`config.mk`:
```
export PLATFORM = sky130hd
export DESIGN_NAME = cameraConfigTop
export DESIGN_NICKNAME = d
export VERILOG_FILES = /design/src/source/sccbCfgPkg.sv /design/src/source/cameraConfigTop.sv /design/src/source/sccbWriter.sv /design/src/source/ov7670RegTable.sv /design/src/source/cfgSequencer.sv
export VERILOG_INCLUDE_DIRS = /design/src /design/src/source
export SDC_FILE = /design/constraint.sdc
export NUM_CORES = 1
export LEC_CHECK = 0
export BUFFER_PORTS_ARGS = -buffer_cell sky130_fd_sc_hd__buf_2
export CORE_MARGIN = 1
export CORE_UTILIZATION = 30
export DETAILED_ROUTE_END_ITERATION = 6
export SYNTH_ARGS = -nofsm -noshare
export SYNTH_HDL_FRONTEND = slang
export SYNTH_HIERARCHICAL = 1
export SYNTH_SLANG_ARGS = --single-unit
export TNS_END_PERCENT = 1
```
`constraint.sdc`:
```
create_clock -name clk -period 2.8 [get_ports clk]
set_clock_uncertainty 0.15 [all_clocks]
set_input_delay 0.42 -clock clk [delete_from_list [all_inputs] [get_ports clk]]
set_output_delay 0.42 -clock clk [all_outputs]
set_load 0.005 [all_outputs]
```
`src/source/sccbCfg_consts.svh`:
```
// Build constants for the SCCB config chain; table size must fit a 6-bit index and quarter period must be at least 2
`ifndef SCCB_CFG_CONSTS_SVH
`define SCCB_CFG_CONSTS_SVH

// OV7670 write address on the SCCB bus
`define SCCB_DEVICE_ID 8'h42

// Number of register writes in one configuration pass
`define CFG_TABLE_SIZE 40

// Clock cycles from reset release or reconfigure to the first fetch
`define CFG_POWERUP_CYCLES 200

// Clock cycles per quarter SCCB bit, so one bit lasts four of these
`define SCCB_QUARTER_CYCLES 4

`endif
```
`src/source/sccbCfgPkg.sv`:
```
// Shared types of the camera config chain; the table index is fixed at 6 bits, which limits the table to 64 entries
`default_nettype none

package sccbCfgPkg;

	typedef logic [7:0] regAddrT; // Sensor register address
	typedef logic [7:0] regValT; // Register value
	typedef logic [5:0] tableIndexT; // Index into the register table

	typedef struct packed
	{
		regAddrT addr;
		regValT val;
	} cfgEntryT;

	typedef enum logic [1:0]
	{
		sWait, // Power-up delay
		sFetch, // Fetch strobe to the table
		sWrite, // Waiting on the writer
		sDone // Table finished
	} seqStateE;

	typedef enum logic [1:0]
	{
		wIdle,
		wStart,
		wBits,
		wStop
	} wrStateE;

endpackage

`default_nettype wire

```
`src/source/cameraConfigTop.sv`:
```
// Camera config top; sioDOut and sioDOe must be combined into an open-drain pad with a pull-up outside this block
`timescale 1ns/10ps
`default_nettype none

module cameraConfigTop
(
	input wire logic clk,
	input wire logic rstN,
	input wire logic reconfigure,
	output logic sioC,
	output logic sioDOut,
	output logic sioDOe,
	output logic busy,
	output logic configDone
);

	import sccbCfgPkg::*;

	logic fetch;
	tableIndexT fetchIndex;
	cfgEntryT entry;
	logic entryValid;
	logic writeDone; // Back to the sequencer

	cfgSequencer sequencer
	(
		.clk(clk),
		.rstN(rstN),
		.reconfigure(reconfigure),
		.writeDone(writeDone),
		.fetch(fetch),
		.fetchIndex(fetchIndex),
		.busy(busy),
		.configDone(configDone)
	);

	ov7670RegTable regTable
	(
		.clk(clk),
		.rstN(rstN),
		.fetch(fetch),
		.fetchIndex(fetchIndex),
		.entry(entry),
		.entryValid(entryValid)
	);

	sccbWriter writer
	(
		.clk(clk),
		.rstN(rstN),
		.entry(entry),
		.entryValid(entryValid),
		.sioC(sioC),
		.sioDOut(sioDOut),
		.sioDOe(sioDOe),
		.writeDone(writeDone)
	);

endmodule

`default_nettype wire

```
`src/source/sccbWriter.sv`:
```
// SCCB three-phase write only; no reads, the ninth bit is released and never checked, no clock stretching
`timescale 1ns/10ps
`default_nettype none
`include "sccbCfg_consts.svh"

module sccbWriter
(
	input wire logic clk,
	input wire logic rstN,
	input wire sccbCfgPkg::cfgEntryT entry,
	input wire logic entryValid,
	output logic sioC,
	output logic sioDOut,
	output logic sioDOe,
	output logic writeDone
);

	import sccbCfgPkg::*;

	localparam int QuarterWidth = $clog2(`SCCB_QUARTER_CYCLES);
	localparam int FrameBits = 27;
	localparam int LastBit = FrameBits - 1;

	wrStateE state;
	logic [QuarterWidth-1:0] quarterCount; // Cycles inside one quarter bit
	logic [1:0] phase; // Quarter inside the current bit time
	logic [4:0] bitCount;
	logic [3:0] slot; // Bit position inside a byte, 8 is the released bit
	logic [FrameBits-1:0] frame; // MSB goes out first
	logic tick;

	assign tick = (quarterCount == QuarterWidth'(`SCCB_QUARTER_CYCLES - 1));

	always_ff @(posedge clk)
	begin
		if (!rstN)
		begin
			state <= wIdle;
			quarterCount <= '0;
			phase <= '0;
			bitCount <= '0;
			slot <= '0;
		end
		else if (state == wIdle)
		begin
			quarterCount <= '0;
			phase <= '0;
			if (entryValid)
				state <= wStart;
		end
		else if (!tick)
			quarterCount <= quarterCount + 1'b1;
		else
		begin
			quarterCount <= '0;
			phase <= phase + 1'b1;
			if (phase == 2'd3)
			begin
				case (state)
					wStart:
					begin
						state <= wBits;
						bitCount <= '0;
						slot <= '0;
					end
					wBits:
					begin
						if (bitCount == 5'(LastBit))
							state <= wStop;
						else
							bitCount <= bitCount + 1'b1;
						slot <= (slot == 4'd8) ? 4'd0 : slot + 1'b1;
					end
					default:
						state <= wIdle; // End of stop bit
				endcase
			end
		end
	end

	// Payload shifter, each byte padded with a high don't-care bit
	always_ff @(posedge clk)
	begin
		if (state == wIdle && entryValid)
			frame <= {`SCCB_DEVICE_ID, 1'b1, entry.addr, 1'b1, entry.val, 1'b1};
		else if (state == wBits && tick && phase == 2'd3)
			frame <= {frame[LastBit-1:0], 1'b0};
	end

	always_comb
	begin
		sioC = 1'b1;
		sioDOut = 1'b1;
		sioDOe = 1'b0;
		case (state)
			wStart:
			begin
				sioDOe = 1'b1;
				sioDOut = (phase == 2'd0); // Falls while SIOC high
				sioC = (phase != 2'd3);
			end
			wBits:
			begin
				sioDOe = (slot != 4'd8); // Release for the ninth bit
				sioDOut = frame[LastBit];
				sioC = (phase == 2'd1) || (phase == 2'd2);
			end
			wStop:
			begin
				sioDOe = 1'b1;
				sioDOut = (phase >= 2'd2); // Rises while SIOC high
				sioC = (phase != 2'd0);
			end
			default:
				sioC = 1'b1;
		endcase
	end

	assign writeDone = (state == wStop) && (phase == 2'd3) && tick; // Last cycle of the frame

endmodule

`default_nettype wire

```
`src/source/ov7670RegTable.sv`:
```
// OV7670 register table cut to 40 entries for RGB565 VGA; indices past the last entry return address and value zero
`timescale 1ns/10ps
`default_nettype none

module ov7670RegTable
(
	input wire logic clk,
	input wire logic rstN,
	input wire logic fetch,
	input wire sccbCfgPkg::tableIndexT fetchIndex,
	output sccbCfgPkg::cfgEntryT entry,
	output logic entryValid
);

	import sccbCfgPkg::*;

	cfgEntryT lookup; // Selected address and value pair

	always_comb
	begin
		case (fetchIndex)
			6'd0: lookup = {8'h3a, 8'h04}; // Output sequence
			6'd1: lookup = {8'h40, 8'hd0}; // RGB565, full range
			6'd2: lookup = {8'h12, 8'h04}; // VGA with RGB output
			6'd3: lookup = {8'h32, 8'hb6}; // HREF control
			6'd4: lookup = {8'h17, 8'h13}; // HSTART
			6'd5: lookup = {8'h18, 8'h01}; // HSTOP
			6'd6: lookup = {8'h19, 8'h02}; // VSTART
			6'd7: lookup = {8'h1a, 8'h7a}; // VSTOP
			6'd8: lookup = {8'h03, 8'h0a}; // VREF low bits
			6'd9: lookup = {8'h0c, 8'h00}; // No downsampling
			6'd10: lookup = {8'h3e, 8'h00}; // PCLK not divided
			6'd11: lookup = {8'h70, 8'h00};
			6'd12: lookup = {8'h71, 8'h00};
			6'd13: lookup = {8'h72, 8'h11}; // Scaling default
			6'd14: lookup = {8'h73, 8'h00}; // DSP clock not divided
			6'd15: lookup = {8'ha2, 8'h02}; // Pixel clock delay
			6'd16: lookup = {8'h11, 8'h80}; // External clock direct
			// Gamma curve, slope then 15 points
			6'd17: lookup = {8'h7a, 8'h20};
			6'd18: lookup = {8'h7b, 8'h1c};
			6'd19: lookup = {8'h7c, 8'h28};
			6'd20: lookup = {8'h7d, 8'h3c};
			6'd21: lookup = {8'h7e, 8'h55};
			6'd22: lookup = {8'h7f, 8'h68};
			6'd23: lookup = {8'h80, 8'h76};
			6'd24: lookup = {8'h81, 8'h80};
			6'd25: lookup = {8'h82, 8'h88};
			6'd26: lookup = {8'h83, 8'h8f};
			6'd27: lookup = {8'h84, 8'h96};
			6'd28: lookup = {8'h85, 8'ha3};
			6'd29: lookup = {8'h86, 8'haf};
			6'd30: lookup = {8'h87, 8'hc4};
			6'd31: lookup = {8'h88, 8'hd7};
			6'd32: lookup = {8'h89, 8'he8};
			// Colour matrix coefficients and sign
			6'd33: lookup = {8'h4f, 8'h80};
			6'd34: lookup = {8'h50, 8'h80};
			6'd35: lookup = {8'h51, 8'h00};
			6'd36: lookup = {8'h52, 8'h22};
			6'd37: lookup = {8'h53, 8'h5e};
			6'd38: lookup = {8'h54, 8'h80};
			6'd39: lookup = {8'h58, 8'h9e}; // Matrix sign bits
			default: lookup = '0;
		endcase
	end

	always_ff @(posedge clk)
	begin
		if (!rstN)
			entryValid <= 1'b0;
		else
			entryValid <= fetch; // Fixed one-cycle latency
	end

	always_ff @(posedge clk)
	begin
		if (fetch)
			entry <= lookup;
	end

endmodule

`default_nettype wire

```
`src/source/cfgSequencer.sv`:
```
// Walks the register table once after the power-up wait; reconfigure is only accepted after the pass is done
`timescale 1ns/10ps
`default_nettype none
`include "sccbCfg_consts.svh"

module cfgSequencer
(
	input wire logic clk,
	input wire logic rstN,
	input wire logic reconfigure,
	input wire logic writeDone,
	output logic fetch,
	output sccbCfgPkg::tableIndexT fetchIndex,
	output logic busy,
	output logic configDone
);

	import sccbCfgPkg::*;

	localparam int WaitWidth = $clog2(`CFG_POWERUP_CYCLES + 1);
	localparam int LastIndex = `CFG_TABLE_SIZE - 1;

	seqStateE state;
	logic [WaitWidth-1:0] waitCount; // Cycles left before the first fetch

	always_ff @(posedge clk)
	begin
		if (!rstN)
		begin
			state <= sWait;
			waitCount <= WaitWidth'(`CFG_POWERUP_CYCLES - 1);
			fetchIndex <= '0;
		end
		else
		begin
			case (state)
				sWait:
				begin
					if (waitCount == '0)
						state <= sFetch; // Wait over, first entry
					else
						waitCount <= waitCount - 1'b1;
				end
				sFetch:
					state <= sWrite; // Table and writer take it from here
				sWrite:
				begin
					if (writeDone)
					begin
						if (fetchIndex == tableIndexT'(LastIndex))
							state <= sDone;
						else
						begin
							fetchIndex <= fetchIndex + 1'b1;
							state <= sFetch;
						end
					end
				end
				sDone:
				begin
					// Restart the whole pass, including the sensor settle time
					if (reconfigure)
					begin
						state <= sWait;
						waitCount <= WaitWidth'(`CFG_POWERUP_CYCLES - 1);
						fetchIndex <= '0;
					end
				end
				default:
					state <= sWait;
			endcase
		end
	end

	assign fetch = (state == sFetch); // One cycle per entry
	assign busy = (state != sDone);
	assign configDone = (state == sDone); // Drops the cycle after reconfigure

endmodule

`default_nettype wire

```
==> results.yml <==
status:
  outcome: "finished, final reports clean"
logic_synthesis:
  yosysTopAreaCell: "edfxtp_1"
  async_flop_share: 0
  synthTopCellsByArea: "edfxtp_1 (21%), dfxtp_1 (19%), nand2_1 (7.6%)"
  synth_ff_type: "dfxtp_1"
  syn_nets: 536
  avgSynthCellArea_um2: 8.83
  synth_most_common_cell: "nand2_1"
  ys_seq_area_frac: 0.403
  synth_edf_count: 32
  ys_ff_latch: 75
  synth_top_area_frac: 0.213
  syn_inst: 512
  syn_area_um2: 4520
  yosysWarnings: 6
  synthDistinctLibCells: 72
  synthTopCellsByCount: "nand2_1 (92), dfxtp_1 (43), edfxtp_1 (32), a21oi_1 (30), nand3_1 (29)"
route:
  wire_per_inst_um: 13.4
  drt-initial-drc-count: 179
  drc_errors: 0
  vias: 3621
  wl_um: 9390
  avgViaCountPerCell: 5.18
  drtPass1Iterations: 5
  ant_nets: 0
clock_tree:
  hold_buffers: 0
  cts_buffer_depth: 2
  cts_root_buf: "clkbuf_16"
  cts_tree: "done"
  cts_buffers: 9
  cts.reportedPaths.clkPinSlew_ns: 0.06
  cts.repair.resized: 0
  clock_latency_ns: 0.33
  h-tree-depth: 3
  cts_sinks: 75
  post_cts.repair.setup_buffers: 0
global_routing:
  grt_util_met2: 0.205
  grt_pass1_wl_um: 16400
  antenna_found_initial: 0
  grt_usage: 0.127
  grt_max_degree: 35
  grtUsageMet1: 0.162
  grt_pass1_vias: 3513
  met3_usage: 0.0232
  grt-ovfl-total: 0
  grt.busiest_layer: "met2"
floorplanning:
  initial_core_util: 0.309
  dieArea_um2: 15600
  core_um2: 14600
  die_y_um: 125
  num_rows: 44
  pin_count: 8
  die_w_um: 125
sta:
  slew_viol_final: 0
  post-route-period-util: 0.864
  fin_tns_setup_ns: 0
  fin_hold_ws_ns: 0.266
  relSlewSlack: 0.470
  timing.fmax_ghz: 0.413
  hold_viol_final: 0
  rsz0062_at_grt: "no"
  min_period_ns: 2.42
  setup_viol: 0
  fin_ws_ns: 0.381
  worst_slew_pin_slew_ns: 0.794
critical_path:
  critPathArrivalTime_ns: 2.34
  endpoint_kind: "flop"
  reg2regPathDepth: 5
  r2r-end: "regTable/entry[3]$_DFFE_PP_"
  worstPathRequired_ns: 2.72
  critPathLaunch: "sequencer/fetchIndex[1]$_SDFFE_PN0P_"
  worstSetupPathType: "flop to flop"
  critical_path.max_fanout: 14
  r2r-start: "sequencer/fetchIndex[1]$_SDFFE_PN0P_"
  cp-endpoint: "regTable/entry[3]$_DFFE_PP_"
  cp-start-kind: "flop"
  reg2reg_slack_ns: 0.38
cells_and_area:
  area_growth_pct: 10.8
  drive_above_1_share: 0.117
  antenna_cells: 0
  fillers: 1509
  final_nets: 534
hold_path:
  hp-class: "primary input to flop"
run:
  drv_cap: 0
power_and_ir_drop:
  ir_drop_uv: 286
  totalPowerFinal_mw: 2.58
  leakagePower_nw: 1.88
  p_per_area_nw_per_um2: 516
place:
  dp_hpwl_um: 6480
  dp_slack_ns: 0.459
  place.gp.congestion: 0.878
  numPortBuffers: 7
[registers in the layout (all words and copies together) (netlist names)]
register / flops
writer/state: 2
writer/bitCount: 5
writer/frame: 27
sequencer/fetchIndex: 6
writer/quarterCount: 2
writer/phase: 2
regTable/entry: 16
sequencer/state: 2
sequencer/waitCount: 8
writer/slot: 4
regTable/entryValid: 1
[power by group]
| part | switching, mW | internal (mW) | total, mW |
|---|---|---|---|
| combinational | 0.0910 | 0.0603 | 0.151 |
| clock | 0.443 | 0.832 | 1.28 |
| sequential | 0.0143 | 1.14 | 1.16 |
| total | 0.549 | 2.03 | 2.58 |
[layout by cell type, fill, tap and decap left out, drive strengths merged, types with 2 or more instances in the layout]
master and count:
nand2 93, dfxtp 43, edfxtp 32, a21oi 30, nand3 30, buf 25, inv 24, ha 21
o21ai 21, nor2 20, mux2i 19, nand2b 13, o22ai 12, clkbuf 10, nor3 9, nand3b 8
or3 8, a211oi 8, nor2b 6, a31oi 6, and3 6, nand4 6, and2 5, clkinv 5
a221oi 4, o211ai 3, xnor2 3, or3b 3, a211o 3, or4 3, a2111oi 3, bufinv 2
o21a 2, o32ai 2, o31ai 2, nor3b 2, a21boi 2
[per-stage QoR]
step            util  cells  instance area, µm²
2_1_floorplan      -    512                4520
3_3_place_gp   0.319    683                4670
3_5_place_dp   0.319    683                4670
4_1_cts        0.342    699                5010
5_1_grt        0.342    699                5010
6_report       0.342    699                5010
[worst max-delay path: stages (launching register included)]
cell,delay (ns)
dfxtp_1,0.60
inv_1,0.26
ha_1,0.41
mux2_2,0.33
a221oi_1,0.29
o22ai_1,0.12
[area by class of cell]
type	count	area, µm²	area share
Sequential cell	75	1820	0.364
Multi-Input combinational cell	373	2350	0.469
Tap cell	184	230	0.0460
Clock buffer	10	250	0.0500
Clock inverter	6	86.3	0.0172
Inverter	26	98.8	0.0197
Timing Repair Buffer	25	170	0.0340
[metal layers]
metal / up-vias / part of all wire
met5: - / 0
li1: 1822 / -
met4: 0 / 0.025
met2: 95 / 0.47
met3: 22 / 0.043
met1: 1682 / 0.46
[how the worst min path moves through the flow]
stage | start | end | slack, ns | cells after the start
floorplan | writer/quarterCount[0]$_SDFF_PP0_ | writer/quarterCount[0]$_SDFF_PP0_ | 0.25 | 1
detailed placement | writer/quarterCount[0]$_SDFF_PP0_ | writer/quarterCount[0]$_SDFF_PP0_ | 0.27 | 1
global route | writer/quarterCount[0]$_SDFF_PP0_ | writer/quarterCount[0]$_SDFF_PP0_ | 0.31 | 1
global placement | writer/quarterCount[0]$_SDFF_PP0_ | writer/quarterCount[0]$_SDFF_PP0_ | 0.26 | 1
finish | reconfigure | sequencer/state[1]$_SDFFE_PN0P_ | 0.27 | 4
CTS | reconfigure | sequencer/state[1]$_SDFFE_PN0P_ | 0.27 | 4
[kinds of logic (layout without fill, tap and decap cells)]
kind of cell | count (synthesis) | count (layout) | share of synthesized area
flops | 75 | 75 | 0.403
fa+ha+maj | 21 | 21 | 0.0581
compound gates | 110 | 110 | 0.164
xor+xnor | 3 | 3 | 0.00581
buf+inv | 64 | 67 | 0.0772
simple gates | 218 | 218 | 0.242
mux | 21 | 21 | 0.0495
No activity file was read; power rests on OpenSTA's default activity.
